===== config.mk =====
export PLATFORM = sky130hd
export DESIGN_NAME = rob_branch_check
export DESIGN_NICKNAME = d
export VERILOG_FILES = /design/src/rob_cfg_pkg.sv /design/src/rob_msg_pkg.sv /design/src/rob_branch_check.sv
export SDC_FILE = /design/constraint.sdc
export NUM_CORES = 1
export LEC_CHECK = 0
export BUFFER_PORTS_ARGS = -buffer_cell sky130_fd_sc_hd__buf_2
export CAP_MARGIN = 20
export CORE_AREA = 2 2 95 97
export CTS_BUF_LIST = sky130_fd_sc_hd__clkbuf_16
export CTS_CLUSTER_DIAMETER = 150
export DETAILED_ROUTE_END_ITERATION = 10
export DIE_AREA = 0 0 97 99
export SYNTH_ARGS = -nofsm -noshare
export SYNTH_HDL_FRONTEND = slang
export SYNTH_SLANG_ARGS = --single-unit

===== constraint.sdc =====
create_clock -name clk -period 2.9 [get_ports clk]
set_clock_uncertainty 0.05 [all_clocks]
set_input_delay 0.58 -clock clk [delete_from_list [all_inputs] [get_ports clk]]
set_output_delay 0.58 -clock clk [all_outputs]
set_load 0.05 [all_outputs]

===== src/rob_cfg_pkg.sv =====
// reorder buffer geometry, field widths, null tag and pointer types
`default_nettype none

package rob_cfg_pkg;

	// --------------------------------------------------
	// buffer geometry
	// --------------------------------------------------
	localparam int ROB_DEPTH  = 32;
	localparam int ROB_IDX_W  = 5;              // log2 of depth
	localparam int ROB_PTR_W  = ROB_IDX_W + 1;  // extra wrap bit

	// --------------------------------------------------
	// field widths
	// --------------------------------------------------
	localparam int PRF_TAG_W  = 6;   // physical register tag
	localparam int ARCH_REG_W = 5;   // logical register number
	localparam int FL_PTR_W   = 5;   // free list head
	localparam int BR_MASK_W  = 4;
	localparam int PC_W       = 64;

	// a retired or never used slot carries this tag
	localparam logic [PRF_TAG_W-1:0] NULL_TAG = '1;

	// wrap bit is the msb, the low bits select the slot
	typedef logic [ROB_PTR_W-1:0] rob_ptr_t;
	typedef logic [ROB_IDX_W-1:0] rob_idx_t;

endpackage

`default_nettype wire

===== src/rob_msg_pkg.sv =====
// packed structs and branch outcome enum passed between reorder buffer blocks
`default_nettype none

package rob_msg_pkg;

	import rob_cfg_pkg::*;

	// --------------------------------------------------
	// dispatch side
	// --------------------------------------------------
	typedef struct packed {
		logic [PRF_TAG_W-1:0]  new_tag;      // from free list
		logic [PRF_TAG_W-1:0]  old_tag;      // from map table
		logic [ARCH_REG_W-1:0] ldest;
		logic [PC_W-1:0]       pc;
		logic                  br_flag;
		logic                  pred_taken;
		logic [PC_W-1:0]       pred_target;
		logic [BR_MASK_W-1:0]  br_mask;
		logic [FL_PTR_W-1:0]   fl_head;      // free list head at dispatch
		logic                  halt;
	} rob_dispatch_t;

	typedef struct packed {
		rob_dispatch_t disp;
		logic          done;
		logic          act_taken;  // direction reported at completion
	} rob_entry_t;

	// --------------------------------------------------
	// functional unit side
	// --------------------------------------------------
	typedef struct packed {
		rob_ptr_t idx;
		logic     taken;
	} rob_complete_t;

	typedef struct packed {
		rob_ptr_t        idx;
		logic            taken;
		logic [PC_W-1:0] target;
	} rob_resolve_t;

	// --------------------------------------------------
	// retire and recovery side
	// --------------------------------------------------
	typedef struct packed {
		logic [PRF_TAG_W-1:0]  old_tag;  // back to free list
		logic [PRF_TAG_W-1:0]  new_tag;  // into arch map
		logic [ARCH_REG_W-1:0] ldest;
	} rob_retire_t;

	typedef struct packed {
		logic [BR_MASK_W-1:0] br_mask;
		logic [FL_PTR_W-1:0]  fl_head;
	} rob_recover_t;

	typedef enum logic [1:0] {
		BR_NONE,
		BR_RIGHT,
		BR_WRONG
	} br_outcome_e;

endpackage

`default_nettype wire


===== src/rob_branch_check.sv =====
// branch misprediction compare, recovery outputs and one-cycle recovery hold-off
`default_nettype none

module rob_branch_check (
	input  wire logic                        clk,
	input  wire logic                        rst,
	input  wire logic                        resolve_en_i,
	input  wire rob_msg_pkg::rob_resolve_t   resolve_i,
	input  wire rob_msg_pkg::rob_entry_t     entry_i,    // entry at resolve index
	output rob_msg_pkg::br_outcome_e         outcome_o,
	output logic                             recover_o,
	output rob_msg_pkg::rob_recover_t        recover_info_o,
	output logic                             br_right_o
);

	import rob_msg_pkg::*;

	logic mispredict;
	logic holdoff_r;  // set in the cycle after a recovery

	// --------------------------------------------------
	// compare with the prediction saved at dispatch
	// --------------------------------------------------
	assign mispredict = (resolve_i.taken != entry_i.disp.pred_taken) ||
	                    (resolve_i.target != entry_i.disp.pred_target);

	always_comb begin
		if (!resolve_en_i || !entry_i.disp.br_flag)
			outcome_o = BR_NONE;
		else if (mispredict)
			outcome_o = BR_WRONG;
		else
			outcome_o = BR_RIGHT;
	end

	assign br_right_o = (outcome_o == BR_RIGHT);
	assign recover_o  = (outcome_o == BR_WRONG) && !holdoff_r;

	// mask and free list head go out only with the recovery pulse
	always_comb begin
		recover_info_o = '0;
		if (recover_o) begin
			recover_info_o.br_mask = entry_i.disp.br_mask;
			recover_info_o.fl_head = entry_i.disp.fl_head;
		end
	end

	// --------------------------------------------------
	// hold-off
	// --------------------------------------------------
	always_ff @(posedge clk) begin
		if (rst)
			holdoff_r <= 1'b0;
		else
			holdoff_r <= recover_o;  // one cycle only
	end

endmodule

`default_nettype wire


==> results_dict.tcl <==
set metrics [dict create \
    outcome "finished, final reports clean" \
    vias 1462 \
    grt-ovfl-total 0 \
    required_ps 2270 \
    maxCapViolCount 0 \
    reg2reg_from "holdoff_r$_SDFF_PP0_" \
    power_uw 253.1 \
    place_congestion 0.7830 \
    seq_area_frac_synth 0.02198 \
    ant_nets 0 \
    synth.cell_area_um2 910.9 \
    regMostFlops "holdoff_r" \
    worstPathCellList "buf_2, xor2_1, nor4_1, nand4_1, nor3_2, buf_4, and4_2, clkbuf_4" \
    layout_commonest_cell "buf_2" \
    r2r_cells 1 \
    finalSetupViolCount 0 \
    largest_reg_flops 1 \
    p_leak_uw 0.001010 \
    syn_area_per_cell_um2 7.852 \
    cp-end-kind "output port" \
    whs_path_depth 1 \
    peakVddDrop_mv 0.04749 \
    seq_area_um2 20.02 \
    yosys.cell_types.count 17 \
    fp.dieArea_um2 9603 \
    post-dp-hpwl_um 4261 \
    syn_nets 349 \
    worstPathArrival_ps 2160 \
    setup_tns_ps 0 \
    powerDensity_nw_per_um2 132.1 \
    drcViolationCount 0 \
    hp-start "holdoff_r$_SDFF_PP0_" \
    drtPass1Iterations 3 \
    final_layout_size_suffix_gt1_frac 0.6176 \
    synth_top_cell_area_share 0.5865 \
    io_buffers 155 \
    num_io_pins 246 \
    crit_path_max_incr_delay_ps 370 \
    fillers 970 \
    yosys_warnings 0 \
    maxSlewHeadroom 0.6998 \
    startpoint "entry_i[28]" \
    timing.final.max_slew_violations 0 \
    synth_cells 116 \
    antenna_found_initial 0 \
    dp.cells 380 \
    fin_cells 380 \
    die_x_um 97 \
    start_kind "input port" \
    diodes 0 \
    grt_pass1_wl_um 7038 \
    fmax_mhz 358.4 \
    ys_ff_latch 1 \
    core_area_um2 8551 \
    track_usage 0.08931 \
    grt_max_degree 13 \
    clk_pin_slew_ps 0 \
    synth.area.top_cells "xor2_1 (59%), a2111oi_0 (9.6%), nor4_1 (9.6%)" \
    initial_core_util 0.1065 \
    period_minus_slack_ps 2790 \
    path_class "input port to output port" \
    critPathSlowestCell "nor4_1" \
    min_path_type "register to register" \
    syn_to_final_growth_pct 110.3 \
    grt_pass1_vias 1567 \
    multi_input_area_um2 863.3 \
    clock_latency_ps 0 \
    row_count 34 \
    yosys.area.top_type "xor2_1" \
    period_share 0.9622 \
    tightest_slew_ps 449.2 \
    via_per_inst 3.847 \
    critical_path.max_fanout 4 \
    most-common-layout-cells "buf_2 (143), xor2_1 (61), buf_4 (15)" \
    dpl_worst_slack_ps -29.40 \
    rsz0062_at_grt "yes" \
    finalNetCount 507 \
    wl_per_cell_um 12.12 \
    finalWirelength_um 4607 \
    die_h_um 99 \
    cts_hold_buf 0 \
    fin_ws_ps 109.7 \
    detail_route.iter0.violations 21 \
    timing.final.hold_violations 0 \
    reg_top3 "holdoff_r (1)" \
]
-- layout make-up --
type                            instances  share of cell area
Inverter                                9             0.01764
Multi-Input combinational cell        101              0.4507
Sequential cell                         1             0.01045
Timing Repair Buffer                  161              0.4507
Tap cell                              108             0.07054
-- per-layer routing --
| layer | wire [um] | global-route usage | vias up |
|---|---|---|---|
| li1 | - | - | 724 |
| met1 | 1736 | 0.1020 | 618 |
| met2 | 2213 | 0.1715 | 116 |
| met3 | 603 | 0.02340 | 4 |
| met4 | 54 | 0.009751 | 0 |
| met5 | 0 | 0 | - |
-- power breakdown --
part           switching (uW)  internal (uW)  total [uW]
sequential               1.91           14.6        16.5
combinational             113            124         237
clock                       0              0           0
total                     115            138         253
-- cell families after synthesis --
family | Yosys count | share of synthesized area
and+or+nand+nor | 24 | 0.1731
DFF | 1 | 0.02198
AOI/OAI and AO/OA | 12 | 0.1099
buffers and inverters | 14 | 0.07005
xor gates and xnor gates | 65 | 0.6250
-- worst max-delay path: cells and delay by family --
family	cells	cell delay, ps
xor gates and xnor gates	1	150
buffers and inverters	3	480
and+or+nand+nor	4	940
-- Yosys cell counts --
master / instances
a21oi_1: 1
inv_1: 9
xor2_1: 61
a211oi_1: 1
dfxtp_1: 1
nor3_1: 1
nor3_2: 1
xnor2_1: 4
nor4_1: 14
and4_1: 1
a2111oi_0: 10
clkbuf_1: 2
nand3_1: 1
nor4_2: 1
nand2_1: 1
buf_4: 3
nand4_1: 4
-- path summary, 6_finish.rpt --
kind / end / slack (ps)
setup / recovery: outcome_o[0] / 110
hold / removal: holdoff_r$_SDFF_PP0_ / 690
setup reg to reg: holdoff_r$_SDFF_PP0_ / 1970
hold reg to reg: holdoff_r$_SDFF_PP0_ / 690
-- through the flow --
step	util	instance area [um2]	hold WS, ps
after floorplan	-	923.4	346.5
after global placement	0.2177	1862	664.6
after detailed placement	0.2177	1862	700.8
after CTS	0.2192	1874	700.8
after global routing	0.2240	1916	735.6
final	0.2240	1916	689.7
-- what timing repair did --
action | CTS | global route
endpoints found under the setup margin | 9 | 13
gates resized for setup | 2 | 24
buffers inserted | 0 | 0
pin swaps | 0 | 2
gates cloned | 0 | 0
No activity file was read; power rests on OpenSTA's default activity.
