===== src/rob_cfg_pkg.sv =====
// reorder buffer geometry, field widths, null tag and pointer types
`default_nettype none

package rob_cfg_pkg;

	// --------------------------------------------------
	// buffer geometry
	// --------------------------------------------------
	localparam int ROB_DEPTH  = 32;
	localparam int ROB_IDX_W  = 5;              // log2 of depth
	localparam int ROB_PTR_W  = ROB_IDX_W + 1;  // extra wrap bit

	// --------------------------------------------------
	// field widths
	// --------------------------------------------------
	localparam int PRF_TAG_W  = 6;   // physical register tag
	localparam int ARCH_REG_W = 5;   // logical register number
	localparam int FL_PTR_W   = 5;   // free list head
	localparam int BR_MASK_W  = 4;
	localparam int PC_W       = 64;

	// a retired or never used slot carries this tag
	localparam logic [PRF_TAG_W-1:0] NULL_TAG = '1;

	// wrap bit is the msb, the low bits select the slot
	typedef logic [ROB_PTR_W-1:0] rob_ptr_t;
	typedef logic [ROB_IDX_W-1:0] rob_idx_t;

endpackage

`default_nettype wire

===== src/rob_ptrs.sv =====
// head and tail pointers with wrap bit, empty and full flags, tail rollback on recovery
`default_nettype none

module rob_ptrs (
	input  wire logic                  clk,
	input  wire logic                  rst,
	input  wire logic                  dispatch_en_i,  // allocate one slot
	input  wire logic                  retire_i,       // head slot leaves
	input  wire logic                  recover_i,
	input  wire rob_cfg_pkg::rob_ptr_t recover_idx_i,  // mispredicted branch
	output rob_cfg_pkg::rob_ptr_t      head_o,
	output rob_cfg_pkg::rob_ptr_t      tail_o,
	output logic                       empty_o,
	output logic                       full_o
);

	import rob_cfg_pkg::*;

	rob_ptr_t head_r;
	rob_ptr_t tail_r;
	rob_ptr_t head_nxt;
	rob_ptr_t tail_nxt;
	rob_ptr_t ptr_diff;

	// --------------------------------------------------
	// occupancy
	// --------------------------------------------------
	// same slot, same lap -> empty; same slot, other lap -> full
	assign ptr_diff = head_r ^ tail_r;
	assign empty_o  = (ptr_diff == '0);
	assign full_o   = (ptr_diff == {1'b1, {ROB_IDX_W{1'b0}}});

	assign head_o = head_r;
	assign tail_o = tail_r;

	// --------------------------------------------------
	// next pointer values
	// --------------------------------------------------
	always_comb begin
		head_nxt = head_r;
		if (retire_i)
			head_nxt = head_r + 1'b1;
	end

	always_comb begin
		tail_nxt = tail_r;
		if (recover_i) begin
			// drop everything younger than the branch
			tail_nxt = recover_idx_i + 1'b1;
		end else if (dispatch_en_i) begin
			tail_nxt = tail_r + 1'b1;
		end
	end

	always_ff @(posedge clk) begin
		if (rst) begin
			head_r <= '0;
			tail_r <= '0;
		end else begin
			head_r <= head_nxt;
			tail_r <= tail_nxt;
		end
	end

endmodule

`default_nettype wire


===== config.mk =====
export PLATFORM = sky130hd
export DESIGN_NAME = rob_ptrs
export DESIGN_NICKNAME = d
export VERILOG_FILES = /design/src/rob_cfg_pkg.sv /design/src/rob_ptrs.sv
export SDC_FILE = /design/constraint.sdc
export NUM_CORES = 1
export LEC_CHECK = 0
export BUFFER_PORTS_ARGS = -buffer_cell sky130_fd_sc_hd__buf_2
export CORE_MARGIN = 2
export CORE_UTILIZATION = 30
export DETAILED_ROUTE_END_ITERATION = 10
export PLACE_DENSITY = 0.6
export SKIP_LAST_GASP = 1
export SYNTH_ARGS = -nofsm -noshare
export SYNTH_HDL_FRONTEND = slang
export SYNTH_SLANG_ARGS = --single-unit

===== constraint.sdc =====
create_clock -name clk -period 3.3 [get_ports clk]
set_input_delay 0.495 -clock clk [delete_from_list [all_inputs] [get_ports clk]]
set_output_delay 0.495 -clock clk [all_outputs]
set_load 0.01 [all_outputs]

==> parameters.txt, run 1 <==
Parameter                              Value

Floorplan
  Number of standard-cell rows in the floorplan    18
  Y dimension of the die    54.2 um
  Die X-Extent    54.2 um
  Area enclosed by the die boundary    2930 sq um
  Core region area    2430 sq um
  Boundary Pins    25
  Initial core utilization    31.0%

Logic synthesis
  Total standard cell area after synthesis    754 sq um
  Share of Yosys cell area claimed by the top area cell type    31.8%
  Count of unique library cells instantiated by Yosys    29
  Post-synth top flop    sky130_fd_sc_hd__dfxtp_1
  Yosys top cell by area    sky130_fd_sc_hd__dfxtp_1
  Cell types with the largest area share after synthesis    sky130_fd_sc_hd__dfxtp_1 (32%), sky130_fd_sc_hd__xnor2_1 (12%), sky130_fd_sc_hd__xor2_1 (8.1%)
  Count of flip-flops with a built-in enable after synthesis    0
  Post-synthesis sequential area ratio    31.8%
  Share of synthesized registers carrying an async set or reset    0%
  Nets in the synthesized netlist    103
  Post-synthesis instance total    90
  Post-Synthesis Mean Instance Area    8.38 sq um
  Count of state elements after synthesis    12
  Number of synthesis warnings    0

Drt
  Post-detailed-route wirelength per cell    11.2 um
  Vias per std cell    4.74
  Post-detailed-route DRC marker count    0
  Initial DRC count    4
  Pre-Repair DR Iteration Count    4
  Final wirelength    1620 um
  Antenna viol nets, final    0
  Total via count in the routed design    683

Setup path
  Standard cell with the maximum stage delay on the critical path    sky130_fd_sc_hd__dfxtp_1
  Crit start category    flip-flop
  Setup slack of the worst register-to-register path    1.74 ns
  CP max FO    6
  Logic depth of the worst register-to-register path    5
  Sum of buffers and inverters on the critical path    1
  Cell-by-cell listing of the critical path    xor2_1 -> nor3_1 -> nand3_1 -> nor2b_1 -> buf_2
  Dominant delay contributor by cell family on the critical path    flip-flops
  Critical setup path kind    reg -> out
  Path length in cells of the critical path    5
  Required time at the worst-slack endpoint    2.80 ns
  Reg-to-Reg End    tail_o[4]$_SDFFE_PP0P_
  Arrival time of data at the critical path endpoint    1.44 ns
  Kind of end point of the critical path    output pin
  Reg-to-Reg Start    tail_o[0]$_SDFFE_PP0P_
  Worst stage delay on the critical path    0.49 ns

Status
  Outcome    complete, no violations

Power and ir drop
  Clock power share    26.4%
  Net switching fraction of the power    30.2%
  Switching power    0.101 mW
  IR Drop Worst-Case VDD    0.000120 V
  Sequential power share    50.8%
  Internal Pwr Total    0.233 mW
  Leakage Power    0.424 nW
  Combinational power share    22.8%
  Cell Pwr Density    363 nW/um^2

Clock network
  Hold-fix buffers, CTS    0
  Total number of H-tree levels    1
  Post-CTS Resized    0
  Num CTS Buffers    3
  Root cell of the clock tree    sky130_fd_sc_hd__clkbuf_4
  TritonCTS clock tree    done
  Setup Buffers After CTS    0
  Number of clock sinks    12
  Clock tree buffer depth    2
  Clk pin slew, worst setup/hold paths    0.07 ns
  Clk Latency, worst-skew pair    0.27 ns

Placement
  Placed Instances    141
  RD Place Congestion    0.775
  Pre-CTS setup slack    1.36 ns
  Post-place instance area    896 sq um
  Half-perimeter wire length of the detailed placement result    1270 um
  Buffers on Ports    24

STA
  Final-report hold violation count    0
  Clk_skew    0.00256 ns
  Relative slew margins    80.0%
  Final clock period utilization by the worst path    58.7%
  Slew Limit Fails    0
  RSZ-0062 raised after global routing    false
  Shortest period the worst path allows    1.94 ns
  Slew at the pin closest to its max-slew limit    0.296 ns
  Setup-failing EPs final    0
  Highest clock rate    516 MHz
  Summed negative setup slack over all endpoints    0 ns
  Smallest setup slack after layout    1.36 ns

Hold path
  Hold path start    recover_idx_i[0]
  End point of the most critical hold path    tail_o[0]$_SDFFE_PP0P_
  Path type of the worst min-delay path    in -> reg
  Worst Hold Path Cells    2

Flow run
  Maxcap violations    0

Global route
  Total global routing overflow    0
  Maximum number of pins on one net before global-route repair    19
  Antenna violations before repair    0
  Combined global-route utilization of all metal layers    11.2%
  Wire length of the first global-routing pass    2300 um
  Number of global-route vias before repair    565

Layout
  Proportion of layout cells with a drive suffix above 1    28.1%
  Final layout net count    129
  Fillers    272
  Growth of design area from synthesis to finish    21.7%
  Commonest non-fill, non-tap cell in the layout    sky130_fd_sc_hd__buf_2
  Final design instance area without fill    918 sq um
  N_diodes    0
  Post-route non-filler standard cell count    144
  Commonest cells after routing, fill and taps aside    sky130_fd_sc_hd__buf_2 (24), sky130_fd_sc_hd__nand2_1 (12), sky130_fd_sc_hd__dfxtp_1 (12), sky130_fd_sc_hd__xnor2_1 (10), sky130_fd_sc_hd__nor2_1 (10)
-- power groups by stage --
stage	Combinational (mW)	Sequential, mW	Clock [mW]
after floorplan	0.0462	0.174	0
after global placement	0.0759	0.173	0
after detailed placement	0.0766	0.173	0
after CTS	0.0768	0.170	0.0922
after global routing	0.0846	0.172	0.0973
final	0.0760	0.169	0.0879
-- state kept, by name (all words and copies together) (netlist names) --
signal and flops:
head_o 6, tail_o 6
-- stage by stage --
step / total power, mW / hold slack [ns] / util [%]
global route: 0.354 / 0.443 / 37.8
floorplan: 0.221 / 0.527 / -
detailed placement: 0.250 / 0.521 / 36.8
CTS: 0.339 / 0.432 / 37.8
finish: 0.333 / 0.442 / 37.8
global placement: 0.249 / 0.506 / 36.8
-- routing by layer --
metal,global-route usage [%],vias up,share of wire [%]
met3,2.50,2,3.3
li1,-,360,-
met5,0,-,0
met1,11.6,306,45
met4,6.25,0,1.2
met2,20.3,15,50
-- worst max-delay path by stage --
stage	from	endpoint	slack [ns]
after CTS	tail_o[2]$_SDFFE_PP0P_	empty_o	1.33
after global routing	tail_o[2]$_SDFFE_PP0P_	full_o	1.29
after floorplan	recover_i	tail_o[4]$_SDFFE_PP0P_	1.45
after global placement	recover_i	tail_o[4]$_SDFFE_PP0P_	1.42
final	tail_o[2]$_SDFFE_PP0P_	empty_o	1.36
after detailed placement	recover_i	tail_o[4]$_SDFFE_PP0P_	1.36
-- cells in the mapped netlist (all sizes together) (2+ instances only) --
cell type   n
xor2        7
nand4b      2
nand3       3
a21oi       5
mux2i       2
buf         2
nand4       3
xnor2      10
nor2       10
ha          2
o21ai       4
o22ai       2
inv         2
mux2        2
nand2      12
dfxtp      12
-- cell families after synthesis --
| group | Yosys count | share of synthesized area, % |
|---|---|---|
| xor+xnor | 17 | 19.7 |
| fa+ha+maj | 2 | 3.32 |
| simple gates | 35 | 24.5 |
| flops | 12 | 31.8 |
| buf+inv | 5 | 3.15 |
| mux | 4 | 5.64 |
| compound gates | 15 | 11.8 |
-- layout make-up --
type	instances	area (sq um)	share of cell area, %
Clock buffer	3	22.5	2.45
Inverter	2	7.51	0.817
Multi-Input combinational cell	73	490	53.4
Sequential cell	12	240	26.2
Tap cell	30	37.5	4.09
Timing Repair Buffer	24	120	13.1
No activity file was read; power rests on OpenSTA's default activity.
==> run 2, diff against run 1 <==
Settings changed: PLACE_DENSITY 0.6 to 0.62.
Clock period 3.3 ns to 1.75 ns, I/O delays scaled along.
==> parameters.txt, run 2 (synthesis results as in run 1) <==
Parameter                              Value

Drt
  Post-detailed-route DRC marker count    0 (unchanged)
  Final wirelength    1680 um (was 1620 um)
  Total via count in the routed design    719 (was 683)
  Initial DRC count    9 (was 4)
  Vias per std cell    4.89 (was 4.74)
  Pre-Repair DR Iteration Count    5 (was 4)
  Post-detailed-route wirelength per cell    11.4 um (was 11.2 um)
  Antenna viol nets, final    0 (unchanged)

Global route
  Antenna violations before repair    0 (unchanged)
  Number of global-route vias before repair    602 (was 565)
  Total global routing overflow    0 (unchanged)
  Wire length of the first global-routing pass    2550 um (was 2300 um)
  Combined global-route utilization of all metal layers    12.1% (was 11.2%)
  Maximum number of pins on one net before global-route repair    13 (was 19)

STA
  Relative slew margins    79.0% (was 80.0%)
  Shortest period the worst path allows    1.67 ns
  Final-report hold violation count    0 (unchanged)
  Highest clock rate    600 MHz
  Slew Limit Fails    0 (unchanged)
  Setup-failing EPs final    0 (unchanged)
  Clk_skew    0.000283 ns (was 0.00256 ns)
  Slew at the pin closest to its max-slew limit    0.311 ns (was 0.296 ns)
  RSZ-0062 raised after global routing    false (unchanged)
  Summed negative setup slack over all endpoints    0 ns (unchanged)
  Final clock period utilization by the worst path    95.3%

Layout
  Finished Core Util    39.1% (was 37.8%)
  Proportion of layout cells with a drive suffix above 1    33.3% (was 28.1%)
  Final layout net count    131 (was 129)
  N_diodes    0 (unchanged)
  Growth of design area from synthesis to finish    26.2% (was 21.7%)
  Commonest cells after routing, fill and taps aside    sky130_fd_sc_hd__buf_2 (24), sky130_fd_sc_hd__nand2_1 (12), sky130_fd_sc_hd__xnor2_1 (10), sky130_fd_sc_hd__nor2_1 (10), sky130_fd_sc_hd__dfxtp_1 (8) (was sky130_fd_sc_hd__buf_2 (24), sky130_fd_sc_hd__nand2_1 (12), sky130_fd_sc_hd__dfxtp_1 (12), sky130_fd_sc_hd__xnor2_1 (10), sky130_fd_sc_hd__nor2_1 (10))
  Commonest non-fill, non-tap cell in the layout    sky130_fd_sc_hd__buf_2 (unchanged)
  Fillers    257 (was 272)

Setup path
  Arrival time of data at the critical path endpoint    1.40 ns (was 1.44 ns)
  Crit start category    flip-flop (unchanged)
  CP max FO    5 (was 6)
  Logic depth of the worst register-to-register path    5 (unchanged)
  Reg-to-Reg Start    tail_o[0]$_SDFFE_PP0P_ (unchanged)
  Kind of end point of the critical path    output pin (unchanged)
  Critical setup path kind    reg -> out (unchanged)
  Setup slack of the worst register-to-register path    0.32 ns (was 1.74 ns)
  Reg-to-Reg End    tail_o[4]$_SDFFE_PP0P_ (unchanged)
  Required time at the worst-slack endpoint    1.49 ns (was 2.80 ns)

Power and ir drop
  Cell Pwr Density    725 nW/um^2 (was 363 nW/um^2)
  IR Drop Worst-Case VDD    0.000363 V (was 0.000120 V)
  Leakage Power    0.443 nW (was 0.424 nW)

Hold path
  Path type of the worst min-delay path    in -> reg (unchanged)
  End point of the most critical hold path    tail_o[0]$_SDFFE_PP0P_ (unchanged)
  Hold path start    recover_idx_i[0] (unchanged)
  Worst Hold Path Cells    2 (unchanged)

Placement
  Buffers on Ports    24 (unchanged)
  RD Place Congestion    0.805 (was 0.775)
  Half-perimeter wire length of the detailed placement result    1300 um (was 1270 um)

Floorplan
  Boundary Pins    25 (unchanged)
  Die X-Extent    54.2 um (unchanged)
  Y dimension of the die    54.2 um (unchanged)
  Initial core utilization    31.0% (unchanged)
  Area enclosed by the die boundary    2930 sq um (unchanged)
  Number of standard-cell rows in the floorplan    18 (unchanged)
  Core region area    2430 sq um (unchanged)

Clock network
  Root cell of the clock tree    sky130_fd_sc_hd__clkbuf_4 (unchanged)
  Hold-fix buffers, CTS    0 (unchanged)
  Clock tree buffer depth    2 (unchanged)
  Clk Latency, worst-skew pair    0.27 ns (about the same)
  Total number of H-tree levels    1 (unchanged)
  TritonCTS clock tree    done (unchanged)
  Num CTS Buffers    3 (unchanged)
  Clk pin slew, worst setup/hold paths    0.07 ns (about the same)
  Number of clock sinks    12 (unchanged)

Status
  Outcome    complete, no violations (unchanged)

Flow run
  Maxcap violations    0 (unchanged)
run 2: area by class of cell:
type / instances / area (sq um) / area share (%)
Timing Repair Buffer: 26 / 135 / 14.2
Clock buffer: 4 / 36.3 / 3.81
Inverter: 2 / 7.51 / 0.788
Tap cell: 30 / 37.5 / 3.94
Sequential cell: 12 / 245 / 25.8
Multi-Input combinational cell: 73 / 490 / 51.5
run 2: layer usage:
layer | vias to the layer above | global-route usage, % | wire length (um)
li1 | 368 | - | -
met1 | 330 | 14.1 | 744
met2 | 17 | 20.3 | 829
met3 | 4 | 2.50 | 79
met4 | 0 | 7.08 | 24
met5 | - | 0 | 0
run 2: worst max-delay path by stage:
stage,from,endpoint,slack (ns),cells after the start
6_report,head_o[1]$_SDFFE_PP0P_,empty_o,0.08,5
3_5_place_dp,recover_i,tail_o[4]$_SDFFE_PP0P_,0.18,7
5_1_grt,head_o[1]$_SDFFE_PP0P_,empty_o,0.002,5
2_1_floorplan,recover_i,tail_o[4]$_SDFFE_PP0P_,0.13,8
3_3_place_gp,recover_i,tail_o[4]$_SDFFE_PP0P_,0.23,7
4_1_cts,tail_o[1]$_SDFFE_PP0P_,empty_o,0.04,5
run 2: through the flow:
step	instance area (sq um)	instances	power [mW]	worst slack (ns)	hold slack [ns]
after global placement	911	143	0.474	0.234	0.487
after CTS	947	147	0.695	0.0400	0.193
after detailed placement	911	143	0.477	0.184	0.486
after floorplan	754	90	0.416	0.131	0.357
after global routing	952	147	0.733	0.00213	0.195
final	952	147	0.690	0.0829	0.191
run 2: worst max-delay path, cell delays in order (launching register included):
cell and delay, ns:
sky130_fd_sc_hd__dfxtp_1 0.37, sky130_fd_sc_hd__xor2_1 0.17, sky130_fd_sc_hd__nor3_1 0.20, sky130_fd_sc_hd__nand3_1 0.13, sky130_fd_sc_hd__nor2b_1 0.13, sky130_fd_sc_hd__buf_2 0.14
run 2: what timing repair did:
action,4_1_cts,5_1_grt
gates resized for setup,0,4
setup buffers,0,0
endpoints found under the setup margin,0,2
run 2: where the power goes:
group	switching, mW	leakage [nW]	internal [mW]	total [mW]
registers	0.0259	0.0998	0.291	0.317
clock network	0.0912	0.0210	0.126	0.217
logic	0.0805	0.322	0.0749	0.155
total	0.198	0.443	0.492	0.690
==> run 3, diff against run 2 <==
Settings changed: ABC_AREA set to 1, CTS_CLUSTER_DIAMETER set to 40.
==> parameters.txt, run 3 <==
Parameter                              Value

Status
  Outcome    complete, no violations (unchanged)

Setup path
  Critical setup path kind    reg -> out (unchanged)
  Critical Path Start    head_o[0]$_SDFFE_PP0P_ (was head_o[1]$_SDFFE_PP0P_)
  Arrival time of data at the critical path endpoint    1.32 ns (was 1.40 ns)
  Standard cell with the maximum stage delay on the critical path    sky130_fd_sc_hd__dfxtp_1 (unchanged)
  Required time at the worst-slack endpoint    1.49 ns (about the same)
  Cell-by-cell listing of the critical path    xnor2_1 -> nand4_1 -> nor3b_1 -> buf_2 (was xor2_1 -> nor3_1 -> nand3_1 -> nor2b_1 -> buf_2)
  Critical path destination    full_o (was empty_o)
  Reg-to-Reg End    tail_o[4]$_SDFFE_PP0P_ (unchanged)
  Worst stage delay on the critical path    0.43 ns (was 0.37 ns)
  Setup slack of the worst register-to-register path    0.37 ns (was 0.32 ns)
  Reg-to-Reg Start    tail_o[0]$_SDFFE_PP0P_ (unchanged)
  Kind of end point of the critical path    output pin (unchanged)
  CP max FO    6 (was 5)
  Logic depth of the worst register-to-register path    9 (was 5)
  Crit start category    flip-flop (unchanged)

Flow run
  Maxcap violations    0 (unchanged)

STA
  Shortest period the worst path allows    1.58 ns (was 1.67 ns)
  Summed negative setup slack over all endpoints    0 ns (unchanged)
  Final clock period utilization by the worst path    90.5% (was 95.3%)
  Slew at the pin closest to its max-slew limit    0.249 ns (was 0.311 ns)
  RSZ-0062 raised after global routing    false (unchanged)
  Final-report hold violation count    0 (unchanged)
  Slew Limit Fails    0 (unchanged)
  Smallest setup slack after layout    0.165 ns (was 0.0829 ns)
  Setup-failing EPs final    0 (unchanged)
  Highest clock rate    631 MHz (was 600 MHz)
  Relative slew margins    83.4% (was 79.0%)
  Clk_skew    0.00608 ns (was 0.000283 ns)

Layout
  Final layout net count    149 (was 131)
  Growth of design area from synthesis to finish    23.7% (was 26.2%)
  Proportion of layout cells with a drive suffix above 1    30.4% (was 33.3%)
  Finished Core Util    38.4% (was 39.1%)
  N_diodes    0 (unchanged)
  Final design instance area without fill    935 sq um (was 952 sq um)
  Commonest cells after routing, fill and taps aside    sky130_fd_sc_hd__buf_2 (24), sky130_fd_sc_hd__nand2_1 (22), sky130_fd_sc_hd__inv_1 (15), sky130_fd_sc_hd__dfxtp_1 (12), sky130_fd_sc_hd__a21oi_1 (9) (was sky130_fd_sc_hd__buf_2 (24), sky130_fd_sc_hd__nand2_1 (12), sky130_fd_sc_hd__xnor2_1 (10), sky130_fd_sc_hd__nor2_1 (10), sky130_fd_sc_hd__dfxtp_1 (8))
  Commonest non-fill, non-tap cell in the layout    sky130_fd_sc_hd__buf_2 (unchanged)

Logic synthesis
  Post-synthesis sequential area ratio    31.8% (about the same)
  Post-synth top flop    sky130_fd_sc_hd__dfxtp_1 (unchanged)
  Yosys top cell by area    sky130_fd_sc_hd__dfxtp_1 (unchanged)
  Dominant combinational cell family by area after synthesis    simple AND/OR/NAND/NOR gates (unchanged)
  Post-synthesis instance total    109 (was 90)
  Count of unique library cells instantiated by Yosys    25 (was 29)
  Total standard cell area after synthesis    756 sq um (was 754 sq um)
  Count of state elements after synthesis    12 (unchanged)
  Commonest cells in the netlist    sky130_fd_sc_hd__nand2_1 (22), sky130_fd_sc_hd__inv_1 (15), sky130_fd_sc_hd__dfxtp_1 (12) (was sky130_fd_sc_hd__dfxtp_1 (12), sky130_fd_sc_hd__nand2_1 (12), sky130_fd_sc_hd__nor2_1 (10), sky130_fd_sc_hd__xnor2_1 (10), sky130_fd_sc_hd__xor2_1 (7))
  Share of synthesized cell area in full adder, half adder and majority cells    3.31% (was 3.32%)
  Post-Synthesis Mean Instance Area    6.93 sq um (was 8.38 sq um)
  Count of flip-flops with a built-in enable after synthesis    0 (unchanged)
  Synthesized-area fraction occupied by ao, oa, aoi and oai cells    17.4% (was 11.8%)
  Portion of netlist area occupied by mux cells    0% (was 5.64%)
  XOR/XNOR share of the synthesized area    6.95% (was 19.7%)
  Nets in the synthesized netlist    122 (was 103)
  Share of synthesized registers carrying an async set or reset    0% (unchanged)
  Share of Yosys cell area claimed by the top area cell type    31.8% (about the same)
  Number of synthesis warnings    0 (unchanged)
  Post-synthesis share of cell area spent on and, or, nand and nor gates    29.5% (was 24.5%)
  Most numerous cell in the Yosys netlist    sky130_fd_sc_hd__nand2_1
  Cell types with the largest area share after synthesis    sky130_fd_sc_hd__dfxtp_1 (32%), sky130_fd_sc_hd__nand2_1 (11%), sky130_fd_sc_hd__inv_1 (7.5%) (was sky130_fd_sc_hd__dfxtp_1 (32%), sky130_fd_sc_hd__xnor2_1 (12%), sky130_fd_sc_hd__xor2_1 (8.1%))

Power and ir drop
  IR Drop Worst-Case VDD    0.000251 V (was 0.000363 V)
  Leakage Power    0.486 nW (was 0.443 nW)
  Cell Pwr Density    735 nW/um^2 (was 725 nW/um^2)
  Tot Pwr    0.687 mW (was 0.690 mW)

Clock network
  Hold-fix buffers, CTS    0 (unchanged)
  TritonCTS clock tree    done (unchanged)
  Total number of H-tree levels    1 (unchanged)
  Num CTS Buffers    3 (unchanged)
  Post-CTS Resized    0 (unchanged)
  Clk pin slew, worst setup/hold paths    0.08 ns (was 0.07 ns)
  Number of clock sinks    12 (unchanged)
  Root cell of the clock tree    sky130_fd_sc_hd__clkbuf_4 (unchanged)
  Setup Buffers After CTS    0 (unchanged)
  Clk Latency, worst-skew pair    0.27 ns (about the same)
  Clock tree buffer depth    2 (unchanged)

Global route
  Total global routing overflow    0 (unchanged)
  Combined global-route utilization of all metal layers    12.2% (was 12.1%)
  Number of global-route vias before repair    648 (was 602)
  Wire length of the first global-routing pass    2610 um (was 2550 um)
  Antenna violations before repair    0 (unchanged)
  Maximum number of pins on one net before global-route repair    11 (was 13)

Drt
  Top layer in use    met4 (unchanged)
  Wire length on met3    99 um (was 79 um)
  Final wirelength    1660 um (was 1680 um)
  Initial DRC count    12 (was 9)
  Met2 Routed Length    815 um (was 829 um)
  Post-detailed-route DRC marker count    0 (unchanged)
  Met1 Wirelength    730 um (was 744 um)
  Antenna viol nets, final    0 (unchanged)
  Vias per std cell    4.46 (was 4.89)
  Post-detailed-route wirelength per cell    10.1 um (was 11.4 um)
  Total via count in the routed design    736 (was 719)
  Pre-Repair DR Iteration Count    4 (was 5)

Floorplan
  Number of standard-cell rows in the floorplan    18 (unchanged)
  Y dimension of the die    54.2 um (about the same)
  Area enclosed by the die boundary    2940 sq um (was 2930 sq um)
  Boundary Pins    25 (unchanged)
  Die X-Extent    54.2 um (about the same)
  Initial core utilization    31.1% (was 31.0%)
  Core region area    2430 sq um (unchanged)

Placement
  Buffers on Ports    24 (unchanged)
  Half-perimeter wire length of the detailed placement result    1360 um (was 1300 um)
  Pre-CTS setup slack    0.207 ns (was 0.184 ns)
  Post-place instance area    898 sq um (was 911 sq um)
  RD Place Congestion    0.739 (was 0.805)

Hold path
  Path type of the worst min-delay path    in -> reg (unchanged)
[run 3: cell count changes after synthesis, sizes merged, moves of 2 or more]
| cell | before | now |
|---|---|---|
| o22ai | 2 | 0 |
| nand4b | 2 | 0 |
| nand3 | 3 | 6 |
| nor3 | 1 | 3 |
| a21oi | 5 | 9 |
| inv | 2 | 17 |
| mux2 | 2 | 0 |
| o21bai | 0 | 2 |
| nand2 | 12 | 28 |
| mux2i | 2 | 0 |
| xnor2 | 10 | 4 |
| o21ai | 4 | 9 |
| nand4 | 3 | 1 |
| xor2 | 7 | 2 |
[run 3: worst min path at each step]
| stage | from | endpoint | slack (ns) | depth (start not counted) |
|---|---|---|---|---|
| final | retire_i | head_o[0]$_SDFFE_PP0P_ | 0.25 | 2 |
| after detailed placement | retire_i | head_o[0]$_SDFFE_PP0P_ | 0.52 | 2 |
| after CTS | retire_i | head_o[0]$_SDFFE_PP0P_ | 0.23 | 2 |
| after global routing | retire_i | head_o[1]$_SDFFE_PP0P_ | 0.26 | 2 |
| after global placement | tail_o[1]$_SDFFE_PP0P_ | tail_o[1]$_SDFFE_PP0P_ | 0.51 | 2 |
| after floorplan | retire_i | head_o[0]$_SDFFE_PP0P_ | 0.35 | 1 |
[run 3: critical path: cells and delay by family (launching register included)]
kind | cells | cell delay (ns)
buf+inv | 1 | 0.16
xor+xnor | 1 | 0.14
flops | 1 | 0.43
simple gates | 2 | 0.32
[run 3: kinds of logic (layout without fill, tap and decap cells)]
logic type	after synthesis	after routing
flops	12	12
simple gates	48	48
buf+inv	19	45
compound gates	22	22
fa+ha+maj	2	2
xor+xnor	6	6
[run 3: per-stage QoR]
step / instances / hold slack (ns)
detailed placement: 161 / 0.522
finish: 165 / 0.247
floorplan: 109 / 0.352
CTS: 165 / 0.232
global placement: 161 / 0.511
global route: 165 / 0.256
[run 3: power by group]
group | switching, mW | internal (mW)
Clock | 0.0932 | 0.126
Combinational | 0.0894 | 0.0664
Sequential | 0.0213 | 0.290
Total | 0.204 | 0.483
[run 3: cell type report]
type / instances / area, sq um
Clock buffer: 4 / 36.3
Timing Repair Buffer: 24 / 120
Inverter: 17 / 68.8
Multi-Input combinational cell: 78 / 432
Tap cell: 30 / 37.5
Fill cell: 271 / 1500
Sequential cell: 12 / 240
[run 3: metal layers]
metal	up-vias	global-route usage, %
li1	400	-
met1	313	14.4
met2	21	21.9
met3	2	0.833
met4	0	6.25
met5	-	0
